`src/l1d_pkg.sv`:
```
package l1d_pkg;

        localparam int addr_w   = 32;
        localparam int word_w   = 32;
        localparam int line_w   = 512;
        localparam int index_w  = 6;
        localparam int offset_w = 6;
        localparam int tag_w    = addr_w - index_w - offset_w;

        typedef struct packed {
                logic [tag_w-1:0]    tag;
                logic [index_w-1:0]  index;
                logic [offset_w-1:0] offset;
        } addr_fields_t;

        // one address word, seen raw or split into cache fields.
        typedef union packed {
                logic [addr_w-1:0] raw;
                addr_fields_t      f;
        } l1d_addr_t;

        typedef struct packed {
                l1d_addr_t         addr;
                logic [word_w-1:0] wdata;
                logic              we;
        } cpu_req_t;

        typedef struct packed {
                logic [word_w-1:0] rdata;   // zero for a store.
                logic              we;
        } cpu_rsp_t;

        typedef struct packed {
                logic [tag_w+index_w-1:0] line_addr;   // tag and index.
        } l2_line_req_t;

        typedef struct packed {
                l1d_addr_t         addr;
                logic [word_w-1:0] data;
        } l2_word_wr_t;

endpackage

```
`src/l1d_req_stage.sv`:
```
`timescale 1ns/100ps

module l1d_req_stage (
        input  logic                            clk,
        input  logic                            nrst,
        input  logic                            req_valid,
        output logic                            req_ready,
        input  l1d_pkg::cpu_req_t               req,
        output logic                            s1_valid,
        output l1d_pkg::cpu_req_t               s1_req,
        input  logic                            s1_ready,
        output logic [l1d_pkg::index_w-1:0]     rd_index,
        output logic [l1d_pkg::offset_w-1:0]    rd_offset
);

        logic accept;

        // free when empty or when stage 2 takes the entry this cycle.
        assign req_ready = !s1_valid || s1_ready;
        assign accept    = req_valid && req_ready;

        // a held entry keeps re-reading, so array writes show up in it.
        assign rd_index  = accept ? req.addr.f.index  : s1_req.addr.f.index;
        assign rd_offset = accept ? req.addr.f.offset : s1_req.addr.f.offset;

        always_ff @(posedge clk or negedge nrst)
        begin
                if (!nrst)
                        s1_valid <= 1'b0;
                else if (accept)
                        s1_valid <= 1'b1;
                else if (s1_ready)
                        s1_valid <= 1'b0;
        end

        always_ff @(posedge clk)
        begin
                if (accept)
                        s1_req <= req;
        end

endmodule

```
`config.mk`:
```
export PLATFORM = sky130hd
export DESIGN_NAME = l1d_req_stage
export DESIGN_NICKNAME = d
export VERILOG_FILES = /design/src/l1d_pkg.sv /design/src/l1d_req_stage.sv
export SDC_FILE = /design/constraint.sdc
export NUM_CORES = 1
export LEC_CHECK = 0
export ABC_AREA = 1
export BUFFER_PORTS_ARGS = -buffer_cell sky130_fd_sc_hd__clkbuf_2
export CORE_MARGIN = 2
export CORE_UTILIZATION = 37
export DETAILED_ROUTE_END_ITERATION = 8
export GPL_ROUTABILITY_DRIVEN = 0
export PLACE_DENSITY_LB_ADDON = 0.1
export SLEW_MARGIN = 20
export SYNTH_ARGS = -nofsm -noshare
export SYNTH_HDL_FRONTEND = slang
export SYNTH_SLANG_ARGS = --single-unit
```
`constraint.sdc`:
```
create_clock -name clk -period 2.26 [get_ports clk]
set_input_delay 0.339 -clock clk [delete_from_list [all_inputs] [get_ports clk]]
set_output_delay 0.339 -clock clk [all_outputs]
set_load 0.05 [all_outputs]
```
==> results.md <==
- Run status: finished clean
- HPWL after detailed placement: 3.336 mm
- Slew Viols, Final: 0
- Net switching power: 0.0008592 W
- Vias: 1,507
- Fraction of the yosys area taken by sequential cells: 90.13%
- Area grow syn2layout: 45.92%
- Initial standard-cell utilization of the core: 37.72%
- Die width: 81.00 um
- Largest cells by area after synthesis: sky130_fd_sc_hd__edfxtp_1 89%, sky130_fd_sc_hd__nand2_1 4.1%, sky130_fd_sc_hd__nand3_1 2.7%
- Clock H-tree levels: 3
- Share of total power in the clock network: 30.4%
- Synthesized net count: 179
- Yosys warnings: 0
- Antenna Nets Post-Route: 0
- Final setup margin: 477.1 ps
- Number of placed I/O pins: 148
- MaxCap Viol Count: 0
- Switching share of total power: 29.44%
- Initial antenna violation count: 0
- Final critical-path share of the clock period: 78.89%
- Final Routed Wirelength: 4.521 mm
- Overall global routing resource usage: 14.05%
- Post-synthesis cell count: 110
- Buffers added on ports: 147
- Power Internal: 0.002059 W
- Unrepaired setup endpoints after global routing: no
- Global-route track usage on met1: 16.58%
- Combined area of the multi-input logic cells: 178.9 um2
- TritonCTS clock tree: yes
- Slew at the pin closest to its max-slew limit: 467.8 ps
- Die area: 6560 um2
- Met2 routing resource usage after global routing: 20.74%
- Violation count after the first detailed-route iteration: 101
- Placeable core region: 5816 um2
- Routed len/inst: 12.99 um
- Post-cts gate resize count: 0
- Kind of end point of the critical path: output pin
- Largest net degree at the start of global routing: 39
- First-pass GRT wire length: 6.610 mm
- Fillers: 518
- Top-area cell type share of the netlist area: 88.99%
- Clock latency on the worst-skew pair: 310 ps
- Footprint of the flip-flops and latches: 1978 um2
- Clock sink count: 66
- Sequential share of power: 50.1%
- Setup clock skew after layout: 4.054 ps
- Highest net fanout along the worst path: 15
- Max Fclk: 560.9 MHz
- CTS Root Cell: sky130_fd_sc_hd__clkbuf_8
- Leakage power: 1.473 nW
- CP startpoint kind: register
- Standard-cell row count: 28
- Hold/Removal Path Class: in -> reg
- Number of distinct standard cells referenced by the synthesized netlist: 9
- Via count of the first global-routing pass: 1,398
- Critical Path RT: 1920 ps
- Fin nets: 337
- Post-Syn Area: 2193 um2
- Syn avg cell area: 19.94 um2
- Worst-case vdd ir drop: 0.0004639 V
- Cell type contributing the most total cell area after synthesis: sky130_fd_sc_hd__edfxtp_1
- Final hold vios: 0
- Routed vias/inst: 4.330
- GR met3 Demand/Resource: 7.222%
- Share of power burned in combinational logic: 19.5%
- Die extent in y: 81.00 um
- Ratio of total power to cell area: 911.7 nW/um2
- Deepest clock path buffer count: 2
- Setup TNS: 0 ps
- Register bit count reported by yosys: 66
- CTS clock-pin slew for the worst setup and hold paths: 70 ps
- Layer with the highest usage: met2
- Slew headroom: 68.82%
- First drt pass iteration count: 4
- Ant. Diodes: 0
- Ratio of cells with drive above 1 in the final layout: 60.44%
- Place WS: 576.5 ps
- Worst setup path category: reg -> out
- Crit path time final: 1783 ps
- Global-route congestion overflow total: 0
- Total clock buffers created by CTS: 9
- Post-route DRC violation count: 0
- Worst path arrival time: 1440 ps
- Total setup violations reported at the end of the flow: 0
- Minimum hold slack: 192.7 ps
cell families after synthesis:
logic type	count (synthesis)	share of synthesized area, %
flip-flops	66	90.13
AND/OR/NAND/NOR	39	8.158
buffers and inverters	5	1.712
area by class of cell:
class | instances | area share, %
Inverter | 2 | 0.3518
Multi-Input combinational cell | 39 | 5.590
Timing Repair Buffer | 150 | 23.77
Clock buffer | 12 | 4.222
Tap cell | 75 | 2.932
Clock inverter | 4 | 1.329
Sequential cell | 66 | 61.81
through the flow:
step / cell area, um2 / std cells / util (%) / total power, W
3_5_place_dp: 3013 / 331 / 51.81 / 0.002060
4_1_cts: 3201 / 348 / 55.03 / 0.002955
3_3_place_gp: 3013 / 331 / 51.81 / 0.002056
5_1_grt: 3201 / 348 / 55.03 / 0.003036
6_report: 3201 / 348 / 55.03 / 0.002918
2_1_floorplan: 2198 / 110 / - / 0.001901
worst max-delay path, stage by stage (launching register included):
cell and delay, ps:
sky130_fd_sc_hd__dfrtp_2 420, sky130_fd_sc_hd__nand2_4 170, sky130_fd_sc_hd__nand2_4 150, sky130_fd_sc_hd__nand2_1 90
sky130_fd_sc_hd__nand2_1 60, sky130_fd_sc_hd__clkbuf_2 230
path summary, 6_finish.rpt:
check	start	endpoint	slack, ps	cells past startpoint
min reg2reg	s1_valid	s1_valid	640	2
max in group asynchronous	nrst	s1_valid	1830	2
max reg2reg	s1_valid	s1_req[52]	630	4
max	s1_valid	rd_offset[5]	480	5
min	req[59]	s1_req[59]	190	1
min in group asynchronous	nrst	s1_valid	340	2
synth_stat cells:
cell and instances:
sky130_fd_sc_hd__edfxtp_1 65, sky130_fd_sc_hd__nand2_1 24, sky130_fd_sc_hd__nand3_1 12, sky130_fd_sc_hd__buf_6 2, sky130_fd_sc_hd__inv_1 2, sky130_fd_sc_hd__nand2_4 2
sky130_fd_sc_hd__buf_4 1, sky130_fd_sc_hd__dfrtp_1 1, sky130_fd_sc_hd__nand2_2 1
sequential cells by signal, indices dropped and copies added (netlist names):
name      cells
s1_req       65
s1_valid      1
routing by layer:
layer / share of wire [%] / routed length, um
met5: 0 / 0
met1: 39 / 1742
met2: 48 / 2169
met3: 12 / 563
met4: 1.0 / 46
power groups by stage:
stage	logic, W	clock network [W]	registers [W]
final	0.000569	0.000888	0.00146
after CTS	0.000574	0.000919	0.00146
after floorplan	0.000153	0	0.00175
after global routing	0.000599	0.000966	0.00147
after global placement	0.000569	0	0.00149
after detailed placement	0.000572	0	0.00149
cell usage in the layout, fill, tap and decap left out, drive strengths merged:
| cell type | synthesis | final |
|---|---|---|
| clkbuf | 0 | 159 |
| edfxtp | 65 | 65 |
| nand2 | 27 | 27 |
| nand3 | 12 | 12 |
| clkinv | 0 | 3 |
| buf | 3 | 2 |
| inv | 2 | 1 |
| clkinvlp | 0 | 1 |
| bufinv | 0 | 1 |
| dlygate4sd3 | 0 | 1 |
| dfrtp | 1 | 1 |
what timing repair did:
action                                 4_1_cts  5_1_grt
endpoints found under the hold margin        1        0
buffers inserted                             0        0
hold buffers                                 1        0
No activity file was read; power rests on OpenSTA's default activity.
