File: src/l1d_pkg.sv
package l1d_pkg;

        localparam int addr_w   = 32;
        localparam int word_w   = 32;
        localparam int line_w   = 512;
        localparam int index_w  = 6;
        localparam int offset_w = 6;
        localparam int tag_w    = addr_w - index_w - offset_w;

        typedef struct packed {
                logic [tag_w-1:0]    tag;
                logic [index_w-1:0]  index;
                logic [offset_w-1:0] offset;
        } addr_fields_t;

        // one address word, seen raw or split into cache fields.
        typedef union packed {
                logic [addr_w-1:0] raw;
                addr_fields_t      f;
        } l1d_addr_t;

        typedef struct packed {
                l1d_addr_t         addr;
                logic [word_w-1:0] wdata;
                logic              we;
        } cpu_req_t;

        typedef struct packed {
                logic [word_w-1:0] rdata;   // zero for a store.
                logic              we;
        } cpu_rsp_t;

        typedef struct packed {
                logic [tag_w+index_w-1:0] line_addr;   // tag and index.
        } l2_line_req_t;

        typedef struct packed {
                l1d_addr_t         addr;
                logic [word_w-1:0] data;
        } l2_word_wr_t;

endpackage

File: src/l1d_tag_array.sv
`timescale 1ns/100ps

module l1d_tag_array (
        input  logic                            clk,
        input  logic                            nrst,
        input  logic [l1d_pkg::index_w-1:0]     rd_index,
        output logic [l1d_pkg::tag_w-1:0]       rd_tag,
        output logic                            rd_tag_valid,
        input  logic                            refill,
        input  logic [l1d_pkg::index_w-1:0]     fill_index,
        input  logic [l1d_pkg::tag_w-1:0]       fill_tag
);

        localparam int entries = 1 << l1d_pkg::index_w;

        logic [l1d_pkg::tag_w-1:0] tags [entries];
        logic [entries-1:0]        valid;

        always_ff @(posedge clk)
        begin
                if (refill)
                        tags[fill_index] <= fill_tag;
        end

        always_ff @(posedge clk or negedge nrst)
        begin
                if (!nrst)
                begin
                        valid        <= '0;
                        rd_tag       <= '0;
                        rd_tag_valid <= 1'b0;
                end
                else
                begin
                        if (refill)
                                valid[fill_index] <= 1'b1;
                        rd_tag       <= tags[rd_index];
                        rd_tag_valid <= valid[rd_index];   // old value on a same-edge fill.
                end
        end

endmodule

File: config.mk
export PLATFORM = sky130hd
export DESIGN_NAME = l1d_tag_array
export DESIGN_NICKNAME = d
export VERILOG_FILES = /design/src/l1d_pkg.sv /design/src/l1d_tag_array.sv
export SDC_FILE = /design/constraint.sdc
export NUM_CORES = 1
export LEC_CHECK = 0
export BUFFER_PORTS_ARGS = -buffer_cell sky130_fd_sc_hd__buf_2
export CAP_MARGIN = 25
export CELL_PAD_IN_SITES_DETAIL_PLACEMENT = 1
export CELL_PAD_IN_SITES_GLOBAL_PLACEMENT = 2
export CORE_MARGIN = 10
export CORE_UTILIZATION = 29
export CTS_CLUSTER_DIAMETER = 40
export DETAILED_ROUTE_END_ITERATION = 8
export GPL_ROUTABILITY_DRIVEN = 0
export PLACE_DENSITY_LB_ADDON = 0.1
export SYNTH_ARGS = -nofsm -noshare
export SYNTH_HDL_FRONTEND = slang
export SYNTH_SLANG_ARGS = --single-unit
File: constraint.sdc
create_clock -name clk -period 3.9 [get_ports clk]
set_input_delay 0 -clock clk [delete_from_list [all_inputs] [get_ports clk]]
set_output_delay 0 -clock clk [all_outputs]
set_load 0.02 [all_outputs]
==> impl_metrics.env <==
export IMPL_async_reset_ff_share_pct=6.23
export IMPL_drtPass1Iterations=7
export IMPL_maxSlewViolCount=0
export IMPL_cts_hold_buf=32
export IMPL_start_util_pct=29.3
export IMPL_rrSetupSlack_ns=1.49
export IMPL_start_kind="input port"
export IMPL_critPathTopFamily="buffers and inverters"
export IMPL_placedCellCount=4763
export IMPL_slowest_stage="and2_1"
export IMPL_reg2reg_depth=5
export IMPL_swShare_pct=22.9
export IMPL_yosysUniqueCellTypes=42
export IMPL_antenna_found_initial=17
export IMPL_cts_clk_slew_worst_paths_ns=0.05
export IMPL_htreeDepth=4
export IMPL_tns_ns=0
export IMPL_routed_wl_um=163000
export IMPL_crit_path_max_fanout=17
export IMPL_gr_total_overflow=0
export IMPL_power_frac_comb_pct=5.2
export IMPL_endpoint_kind="flip-flop"
export IMPL_yosysMostFrequentCell="edfxtp_1"
export IMPL_power_share_sequential_pct=43.4
export IMPL_wl_per_cell_um=31.4
export IMPL_grt_max_degree=81
export IMPL_clock_root_buffer="clkbuf_16"
export IMPL_ir_drop_uv=442
export IMPL_crit_type="in2reg"
export IMPL_dr_total_vias=25600
export IMPL_yosys_area_top_type="edfxtp_1"
export IMPL_final_min_clock_period_ns=2.58
export IMPL_hpwl_um=95400
export IMPL_clk_path_buf_depth=3
export IMPL_status="complete, no violations"
export IMPL_arrival_ns=3.24
export IMPL_hold_viol_final=0
export IMPL_drc_errors=0
export IMPL_power_density_nw_per_um2=588
export IMPL_drt_iter0_drc=2150
export IMPL_max_cap_violations=0
export IMPL_crit_cells=8
export IMPL_cts_num_sinks=1365
export IMPL_p_int_uw=29100
export IMPL_met1_usage_pct=21.6
export IMPL_fin_ws_ns=1.32
export IMPL_setup_viol=0
export IMPL_cts_buffers=213
export IMPL_synth_area_top_cells="edfxtp_1, mux4_2, dfrtp_1, mux2i_1, or2_2"
export IMPL_fill_cells=17100
export IMPL_cts_tree="done"
export IMPL_p_sw_uw=8650
export IMPL_r2r_start="tags[5][9]"
export IMPL_p_leak_uw=0.0209
export IMPL_synthesis_area_sq_um=52400
export IMPL_path_buf_inv=4
export IMPL_post_cts_buffers=0
export IMPL_nets=2692
export IMPL_synth_edf_count=1280
export IMPL_design_core_area_sq_um=179000
export IMPL_ys_warnings_count=0
export IMPL_numPortBuffers=55
export IMPL_synth_common_cells="edfxtp_1, mux4_2, nor2_1"
export IMPL_cts_resized=0
export IMPL_slew_headroom_pct=31.7
export IMPL_ant_nets=0
export IMPL_fp_dieW_um=445
export IMPL_cp_required_ns=4.56
export IMPL_path_common_cell="buf_4"
export IMPL_avgViaCountPerCell=4.91
export IMPL_fp_dieH_um=445
export IMPL_ys_ff_latch=1365
export IMPL_tightestPinTransition_ns=1.02
export IMPL_crit_chain="dlygate4sd3_1, buf_2, buf_4, and2_1, buf_4, nand2_1, o2111ai_1, o21ai_1"
export IMPL_grt_pass1_wl_um=226000
export IMPL_syn_avg_cell_area_sq_um=22.4
export IMPL_pre_cts_slack_ns=0.772
export IMPL_grtUsageMet2_pct=26.8
export IMPL_area_delta_synth_final_pct=22.7
export IMPL_fin_skew_ns=0.0427
export IMPL_layout_cells_non_filler=5205
export IMPL_pin_count=56
export IMPL_ys_seq_area_share_pct=77.4
export IMPL_synth_cells=2343
export IMPL_crit_start="rd_index[4]"
export IMPL_hp_class="in2reg"
export IMPL_grt_use_total_pct=16.3
export IMPL_max_freq_mhz=388
export IMPL_fin_crit_sh_pct=66.1
export IMPL_synth_top_cell_area_share_pct=73.4
export IMPL_grt_busiest_layer="met2"
export IMPL_holdWs_ns=0.0399
export IMPL_endpoint="rd_tag[8]"
export IMPL_p_total_uw=37800
export IMPL_rsz0062_at_grt="no"
export IMPL_power_frac_clock_pct=51.4
export IMPL_clock_latency_ns=0.84
export IMPL_slowest_delay_ns=0.79
export IMPL_final_layout_size_suffix_gt1_share_pct=37.2
export IMPL_placementRows=155
export IMPL_grtUsageMet3_pct=3.53
export IMPL_die_area_sq_um=198000
export IMPL_yosys_most_used_dff="edfxtp_1"
export IMPL_grt_pass1_vias=27900
export IMPL_reg2reg_to="rd_tag[9]"
export IMPL_synth_net_count=2378
[stage by stage]
step                utilization [%]  area [sq um]
detailed placement             31.5         56400
floorplan                         -         52400
global placement               31.5         56400
finish                         35.9         64300
global route                   35.9         64300
CTS                            35.9         64200
[state kept, by name, indices dropped and copies added (netlist names)]
name	flops
rd_tag	20
rd_tag_valid	1
tags	1280
valid	64
[per-layer routing]
metal	part of all wire, %	vias to the layer above	wire length [um]
li1	-	10500	-
met1	44	14200	71300
met2	49	638	79300
met3	5.0	217	8240
met4	2.7	0	4440
met5	0	-	0
[logic make-up (layout without fill, tap and decap cells)]
| group | count (synthesis) | after routing | synth area share [%] |
|---|---|---|---|
| other cells | 0 | 1 | 0 |
| flops | 1365 | 1365 | 77.4 |
| simple gates | 241 | 241 | 2.34 |
| mux | 445 | 445 | 16.7 |
| compound gates | 161 | 161 | 2.13 |
| buf+inv | 131 | 637 | 1.41 |
[layout make-up]
| type | instances | area, sq um | share of cell area [%] |
|---|---|---|---|
| Sequential cell | 1365 | 40600 | 63.1 |
| Clock inverter | 164 | 1980 | 3.08 |
| Multi-Input combinational cell | 847 | 11300 | 17.6 |
| Antenna cell | 1 | 2.50 | 0.00389 |
| Inverter | 2 | 7.51 | 0.0117 |
| Timing Repair Buffer | 228 | 1980 | 3.08 |
| Clock buffer | 243 | 5460 | 8.50 |
| Tap cell | 2355 | 2950 | 4.59 |
[power groups by stage]
stage	sequential (uW)	clock, uW	combinational (uW)
after CTS	16400	19900	2010
final	16400	19400	1950
after detailed placement	16700	0	1980
after global placement	16700	0	1940
after global routing	16400	20500	2090
after floorplan	16700	0	985
[how the worst min path moves through the flow]
stage                     start          end  slack (ns)  cells past startpoint
floorplan                  nrst    rd_tag[0]       -0.30                      0
global placement           nrst    valid[16]        0.12                      1
detailed placement         nrst    valid[30]        0.13                      1
CTS                 fill_tag[1]  tags[17][1]        0.07                      2
global route        fill_tag[5]  tags[16][5]        0.01                      2
finish              fill_tag[5]  tags[16][5]        0.04                      2
[cells in the final DEF (no fill, tap or decap), types with 31 or more instances in the layout]
cell,count
edfxtp_1,1280
mux4_2,329
clkbuf_16,213
buf_4,121
dfrtp_1,85
mux2i_1,73
or2_2,66
nor2_2,52
buf_2,50
mux2_2,35
o22ai_1,32
dlygate4sd3_1,31
No activity file was read; power rests on OpenSTA's default activity.
