### src/l1d_pkg.sv
package l1d_pkg;

        localparam int addr_w   = 32;
        localparam int word_w   = 32;
        localparam int line_w   = 512;
        localparam int index_w  = 6;
        localparam int offset_w = 6;
        localparam int tag_w    = addr_w - index_w - offset_w;

        typedef struct packed {
                logic [tag_w-1:0]    tag;
                logic [index_w-1:0]  index;
                logic [offset_w-1:0] offset;
        } addr_fields_t;

        // one address word, seen raw or split into cache fields.
        typedef union packed {
                logic [addr_w-1:0] raw;
                addr_fields_t      f;
        } l1d_addr_t;

        typedef struct packed {
                l1d_addr_t         addr;
                logic [word_w-1:0] wdata;
                logic              we;
        } cpu_req_t;

        typedef struct packed {
                logic [word_w-1:0] rdata;   // zero for a store.
                logic              we;
        } cpu_rsp_t;

        typedef struct packed {
                logic [tag_w+index_w-1:0] line_addr;   // tag and index.
        } l2_line_req_t;

        typedef struct packed {
                l1d_addr_t         addr;
                logic [word_w-1:0] data;
        } l2_word_wr_t;

endpackage

### src/l1d_ctrl_stage.sv
`timescale 1ns/100ps

module l1d_ctrl_stage (
        input  logic                            clk,
        input  logic                            nrst,
        input  logic                            s1_valid,
        input  l1d_pkg::cpu_req_t               s1_req,
        output logic                            s1_ready,
        input  logic [l1d_pkg::tag_w-1:0]       rd_tag,
        input  logic                            rd_tag_valid,
        input  logic [l1d_pkg::word_w-1:0]      rd_word,
        output logic                            refill,
        output logic [l1d_pkg::index_w-1:0]     fill_index,
        output logic [l1d_pkg::tag_w-1:0]       fill_tag,
        output logic [l1d_pkg::line_w-1:0]      fill_line,
        output logic                            update,
        output logic [l1d_pkg::index_w-1:0]     upd_index,
        output logic [l1d_pkg::offset_w-1:0]    upd_offset,
        output logic [l1d_pkg::word_w-1:0]      upd_word,
        output logic                            line_req_valid,
        output l1d_pkg::l2_line_req_t           line_req,
        input  logic                            fill_valid,
        input  logic [l1d_pkg::line_w-1:0]      fill_data,
        output logic                            word_wr_valid,
        output l1d_pkg::l2_word_wr_t            word_wr,
        output logic                            rsp_valid,
        input  logic                            rsp_ready,
        output l1d_pkg::cpu_rsp_t               rsp
);

        typedef enum logic [2:0] {s_idle, s_check, s_store, s_miss, s_resp} state_t;

        state_t                         state;
        l1d_pkg::cpu_req_t              s2_req;
        logic                           s2_hit;
        logic [l1d_pkg::word_w-1:0]     s2_word;
        logic [l1d_pkg::word_w-1:0]     fill_word;
        logic                           hit;
        logic                           take;

        assign hit  = rd_tag_valid && (rd_tag == s1_req.addr.f.tag);
        assign take = s1_valid && s1_ready;

        // only a load hit frees stage 1 early; after any array write
        // the held entry must re-read first.
        assign s1_ready = (state == s_idle) ||
                          (state == s_resp && rsp_ready && !s2_req.we && s2_hit);

        assign fill_word = fill_data[{s2_req.addr.f.offset[l1d_pkg::offset_w-1:2], 5'b00000}
                                     +: l1d_pkg::word_w];

        assign refill     = (state == s_miss) && fill_valid;
        assign fill_index = s2_req.addr.f.index;
        assign fill_tag   = s2_req.addr.f.tag;
        assign fill_line  = fill_data;

        assign update     = (state == s_store) && s2_hit;   // no allocate on a store miss.
        assign upd_index  = s2_req.addr.f.index;
        assign upd_offset = s2_req.addr.f.offset;
        assign upd_word   = s2_req.wdata;

        assign word_wr_valid      = (state == s_store);
        assign word_wr.addr       = s2_req.addr;
        assign word_wr.data       = s2_req.wdata;
        assign line_req.line_addr = {s2_req.addr.f.tag, s2_req.addr.f.index};

        assign rsp_valid = (state == s_resp);

        always_ff @(posedge clk or negedge nrst)
        begin
                if (!nrst)
                begin
                        state          <= s_idle;
                        line_req_valid <= 1'b0;
                end
                else
                begin
                        line_req_valid <= 1'b0;
                        case (state)
                        s_idle:
                                if (take)
                                        state <= s_check;
                        s_check:
                                if (s2_req.we)
                                        state <= s_store;
                                else if (s2_hit)
                                        state <= s_resp;
                                else
                                begin
                                        state          <= s_miss;
                                        line_req_valid <= 1'b1;   // one-cycle pulse.
                                end
                        s_store:
                                state <= s_resp;
                        s_miss:
                                if (fill_valid)
                                        state <= s_resp;
                        s_resp:
                                if (rsp_ready)
                                        state <= take ? s_check : s_idle;
                        default:
                                state <= s_idle;
                        endcase
                end
        end

        always_ff @(posedge clk)
        begin
                if (take)
                begin
                        s2_req  <= s1_req;
                        s2_hit  <= hit;
                        s2_word <= rd_word;
                end
                case (state)
                s_check:
                        rsp <= '{rdata: s2_word, we: 1'b0};
                s_store:
                        rsp <= '{rdata: '0, we: 1'b1};
                s_miss:
                        if (fill_valid)
                                rsp <= '{rdata: fill_word, we: 1'b0};
                default:
                        rsp <= rsp;   // held until taken.
                endcase
        end

endmodule

### config.mk
export PLATFORM = sky130hd
export DESIGN_NAME = l1d_ctrl_stage
export DESIGN_NICKNAME = d
export VERILOG_FILES = /design/src/l1d_pkg.sv /design/src/l1d_ctrl_stage.sv
export SDC_FILE = /design/constraint.sdc
export NUM_CORES = 1
export LEC_CHECK = 0
export BUFFER_PORTS_ARGS = -buffer_cell sky130_fd_sc_hd__buf_2
export CAP_MARGIN = 20
export CORE_AREA = 3 3 521 523
export CTS_CLUSTER_DIAMETER = 30
export DETAILED_ROUTE_END_ITERATION = 10
export DIE_AREA = 0 0 524 526
export PLACE_DENSITY = 0.3
export SLEW_MARGIN = 20
export SYNTH_ARGS = -nofsm -noshare
export SYNTH_HDL_FRONTEND = slang
export SYNTH_SLANG_ARGS = --single-unit
### constraint.sdc
create_clock -name clk -period 6.01 [get_ports clk]
set_input_delay 1.202 -clock clk [delete_from_list [all_inputs] [get_ports clk]]
set_output_delay 1.202 -clock clk [all_outputs]
set_load 0.1 [all_outputs]
==> results of run 1 <==
-- kinds of logic (layout without fill, tap and decap cells) --
group                  after synthesis  in the layout  share of synthesized area
other                                0             29                          0
AND/OR/NAND/NOR                     63             63                    0.02153
multiplexers                       192            192                     0.2641
flip-flops                         135            135                     0.2916
XOR/XNOR                            20             20                    0.01266
buffers and inverters              719           1389                     0.3844
AO/OA/AOI/OAI                       37             37                    0.02569
-- metrics by stage --
stage | setup slack, ns | util | power, mW | area (µm²)
after CTS | 2.002 | 0.07649 | 10.64 | 20460
after floorplan | 0.5230 | - | 7.138 | 13830
after global placement | 2.375 | 0.07435 | 9.283 | 19880
after detailed placement | 2.396 | 0.07435 | 9.286 | 19880
after global routing | 1.973 | 0.07664 | 10.72 | 20500
final | 2.174 | 0.07676 | 10.28 | 20530
-- state kept, by name (all words and copies together) (netlist names) --
signal / count
fill_index: 6
upd_offset: 6
s2_hit: 1
state: 3
fill_tag: 20
upd_word: 32
rsp: 33
s2_word: 32
s2_req: 1
line_req_valid: 1
-- how the worst max path moves through the flow --
stage / startpoint / slack [ns] / end / depth (start not counted)
global route: state[1] / 1.97 / update / 4
detailed placement: upd_offset[3] / 2.40 / rsp[29] / 6
floorplan: rsp_ready / 0.52 / fill_index[0] / 3
finish: state[1] / 2.17 / update / 4
CTS: state[1] / 2.00 / update / 4
global placement: upd_offset[3] / 2.37 / rsp[29] / 6
-- cells in the final DEF (no fill, tap or decap), types with 2 or more instances in the layout --
cell type      n
buf_2       1345
edfxtp_1     131
mux4_2       104
nor2_1        39
mux2_2        32
mux2i_1       32
a221o_1       32
diode_2       29
mux4_1        24
clkbuf_16     17
xnor2_1       12
xor2_1         8
buf_4          7
inv_6          6
buf_12         6
nor4_1         4
dfrtp_1        4
nand2b_1       3
nand4_1        3
clkinvlp_4     3
and2_1         2
nand2_1        2
o21ai_0        2
bufinv_16      2
-- metal layers --
metal,wire (µm),vias to the layer above
met2,88590,1227
met1,79880,6526
met3,37660,201
li1,-,4903
met4,4633,34
met5,235,-
-- report_power, final --
part	internal [mW]	switching, mW	total [mW]
Clock	0.616	0.631	1.25
Combinational	1.12	6.26	7.37
Sequential	1.44	0.221	1.66
-- layout make-up --
class	count	area, µm²
fillers	31380	246900
well taps	3552	4444
flip-flops and latches	135	4034
repair buffers	1358	6904
clock inverters	13	143.9
clock buffers	18	429.2
diodes	29	72.57
multi-input cells	312	4502
==> impl_metrics.toml, run 1 <==
[run_status]
status = "finished clean"

[worst_setup_path]
critPathMaxStageDelay_ns = 0.55
cp.arrival_ns = 2.63
rr_startpoint = "upd_offset[3]"
worstSetupPathType = "flop to primary output"
worst-path-buf-inv = 1
slowest_stage = "dfrtp_1"
cp_top_family = "simple AND/OR/NAND/NOR gates"
cp-end-kind = "primary output"
r2r_cells = 6
critPathLaunchType = "flop"
crit_path_cell_trace = "nand2b_4 > nor2_1 > and2_1 > buf_2"
regToRegSetupSlack_ns = 2.69
cp_max_fo = 35
r2r-end = "rsp[11]"
worst_ep_required_time_ns = 4.81

[cts]
postCtsSetupRepairBufs = 0
holdBufCountCts = 0
cts.htree.levels = 4
cts-root-buf = "clkbuf_16"
cts_max_path_buffers = 2
clock_sinks = 135
cts_tree = "built"
clk_latency_ns = 0.52
clk_pin_slew_ns = 0.08
post_cts_resized = 0
cts_made_buffers = 17

[detailed_routing]
wl_per_cell_um = 38.95
dr.pass1.iters = 5
avgViaCountPerCell = 2.380
drtIter0Drc = 936
route.detailed.drc = 0
wirelength_um = 211000
vias = 12890
ant_nets = 0

[global_route]
busiest_layer = "met2"
grt_use_met1 = 0.1624
grtUsageTotal = 0.1466
met2_usage = 0.2193
antenna_found_initial = 115
overflow = 0
grt_pass1_wl_um = 239300
grt_use_met3 = 0.1146
grt_max_degree = 76
grt_pass1_vias = 13060

[pwr]
power.density_nw_per_um2 = 500.7
peakVddDrop_v = 0.0002392
leakage_nw = 8.470

[finish]
nets = 2459
fin_cells = 5417
syn2layout_area_growth_pct = 48.41
drive_gt1_frac = 0.8317

[synthesis]
synthArstFlopShare = 0.02963
synth_cell_types = 31
synth_area_leaders = "buf_4 37%, edfxtp_1 28%, mux4_2 17%"
synth_area_per_cell_um2 = 11.86
synth_edf_count = 131
synthCells = 1166
yosys.area.top_type = "buf_4"
synth_nets = 1801
synth_most_common_cell = "buf_4"
ys_seq_area_frac = 0.2916
yosysWarnings = 0
syn_area_um2 = 13830
ys.flop_type = "edfxtp_1"
synthTopCellsByCount = "673 x buf_4, 131 x edfxtp_1, 104 x mux4_2"
yosysTopAreaCellShare = 0.3652
ys_ff_latch = 135

[placement]
port_buffers = 1345
place_congestion = 0.9393
hpwl_um = 194800
place_inst = 5357

[timing]
setup_violations = 0
final_max_slew_viol_count = 0
finalCritPeriodShare = 0.6382
finalHoldWorstSlack_ns = 0.4765
hold_viol = 0
finalSetupTns_ns = 0
fmax_mhz = 260.7
tightestPinTransition_ns = 0.9839
skew_ns = 0.02348
worst_slew_margin_rel = 0.3440
fin_crit_ns = 3.836
rsz0062_at_grt = "no"

[floorplan]
dieArea_um2 = 275600
core_region_area_um2 = 267400
rows = 190
die_w_um = 524
die_height_um = 526
io_pins = 1346
initial_core_util = 0.05172

[run]
max-cap-violations = 0

[min_path]
min_path_type = "primary input to async pin"
Note: power is estimated with default switching activity, not from simulation.
==> run 2, diff against run 1 <==
- CORE_AREA: 3 3 521 523 -> 3 3 526 528
- DIE_AREA: 0 0 524 526 -> 0 0 529 531
- clock period: 6.01 -> 3.7 ns (I/O delays scaled with it)
==> impl_metrics.toml, run 2 (synthesis gave the netlist of run 1 again) <==
[finish]
syn2layout_area_growth_pct = 50.13
area.sequential_um2 = 4034
final_common_cell = "buf_2"
layout_common_cells = "1345 x buf_2, 131 x edfxtp_1, 104 x mux4_2"
multi_input_area_um2 = 4508
largest_reg_flops = 33
fill_cells = 32060
design_area_um2 = 20770
regMostFlops = "rsp"
nets = 2470
drive_gt1_frac = 0.8333
fin_cells = 5475
final_util = 0.07610

[min_path]
hold_depth = 1
min_path_type = "primary input to flop"

[worst_setup_path]
cp_max_fo = 9
worst_ep_required_time_ns = 2.96
rr_startpoint = "upd_offset[2]"
cp_top_family = "simple AND/OR/NAND/NOR gates"
cp.depth = 4
critPathMaxStageDelay_ns = 0.49
slowest_stage = "dfrtp_1"
worst-path-buf-inv = 1
worstSetupPathType = "flop to primary output"
regToRegSetupSlack_ns = 0.87
critPathLaunchType = "flop"
cp-end-kind = "primary output"
cp.arrival_ns = 2.11
r2r-end = "rsp[28]"
crit_path_cell_trace = "nand2b_4 > nor2_2 > and2_1 > buf_2"
r2r_cells = 5
cp-startpoint = "state[2]"
endpoint = "update"

[timing]
setup_violations = 0
worst_slew_margin_rel = 0.3548
finalSetupTns_ns = 0
hold_viol = 0
finalCritPeriodShare = 0.7699
skew_ns = 0.02667
fmax_mhz = 351.0
layout_setup_ws_ns = 0.8514
final_max_slew_viol_count = 0
rsz0062_at_grt = "no"
tightestPinTransition_ns = 0.9677
fin_crit_ns = 2.849

[cts]
clk_latency_ns = 0.54
clk_pin_slew_ns = 0.09
clock_sinks = 135
cts-root-buf = "clkbuf_16"
cts_made_buffers = 17
post_cts_resized = 0
cts.htree.levels = 4
cts_max_path_buffers = 2
cts_tree = "built"

[floorplan]
core_region_area_um2 = 272900
die_w_um = 529
io_pins = 1346
rows = 192
dieArea_um2 = 280900
initial_core_util = 0.05069
die_height_um = 531

[global_route]
grt_pass1_wl_um = 231500
grt_pass1_vias = 13010
overflow = 0
grtUsageTotal = 0.1391
grt_max_degree = 67
antenna_found_initial = 79

[detailed_routing]
vias = 12860
drtIter0Drc = 759
ant_nets = 0
wl_per_cell_um = 37.35
dr.pass1.iters = 5
wirelength_um = 204500
route.detailed.drc = 0
avgViaCountPerCell = 2.348

[pwr]
peakVddDrop_v = 0.0003799
leakage_nw = 8.558
power.density_nw_per_um2 = 811.6

[placement]
placed_area_um2 = 20060
hpwl_um = 190200
place_inst = 5404
dpl_worst_slack_ns = 0.8875
place_congestion = 0.9027
port_buffers = 1345

[run_status]
status = "finished clean"

[run]
max-cap-violations = 0
==> run 2: report_power, final <==
part           internal (mW)  total, mW  switching [mW]
combinational           1.90       12.1            10.2
sequential              2.33       2.68           0.345
clock                   1.07       2.04           0.969
total                   5.30       16.9            11.6
==> run 2: worst min path at each step <==
| stage | from | end | slack [ns] |
|---|---|---|---|
| final | rd_word[16] | s2_word[16] | 0.37 |
| after global routing | rd_word[16] | s2_word[16] | 0.31 |
| after CTS | rd_word[16] | s2_word[16] | 0.27 |
| after detailed placement | s2_req[0] | line_req_valid | 0.49 |
| after global placement | s2_req[0] | line_req_valid | 0.50 |
| after floorplan | s2_req[0] | line_req_valid | 0.43 |
==> run 2: metrics by stage <==
stage          hold WS, ns  power [mW]
6_report            0.3739       16.86
2_1_floorplan       0.4280       11.60
3_5_place_dp        0.4907       15.13
3_3_place_gp        0.5024       15.16
4_1_cts             0.2736       17.35
5_1_grt             0.3064       17.54
==> run 2: layer usage <==
layer | GRT usage | wire length (µm) | vias to the layer above | part of all wire
met4 | 0.04259 | 6224 | 28 | 0.030
li1 | - | - | 4934 | -
met3 | 0.1032 | 35750 | 200 | 0.17
met5 | 0.006154 | 422 | - | 0.0021
met2 | 0.1984 | 82780 | 1194 | 0.40
met1 | 0.1601 | 79290 | 6502 | 0.39
==> run 2: worst register-to-register path, cell delays in order, from the launching register on <==
cell      delay [ns]
edfxtp_1        0.49
buf_12          0.24
mux4_2          0.77
mux2i_1         0.67
nor2_1          0.11
a221o_1         0.30
==> run 2: final cells by class <==
class | count | area share
timing repair buffer | 1369 | 0.3390
clock buffer | 19 | 0.02085
tap | 3589 | 0.2162
antenna | 38 | 0.004579
sequential | 135 | 0.1942
multi-input combinational | 312 | 0.2171
clock inverter | 13 | 0.008073
==> run 2: timing repair <==
action,in CTS,in global routing
endpoints found under the hold margin,4,0
buffers inserted,0,0
hold buffers,1,0
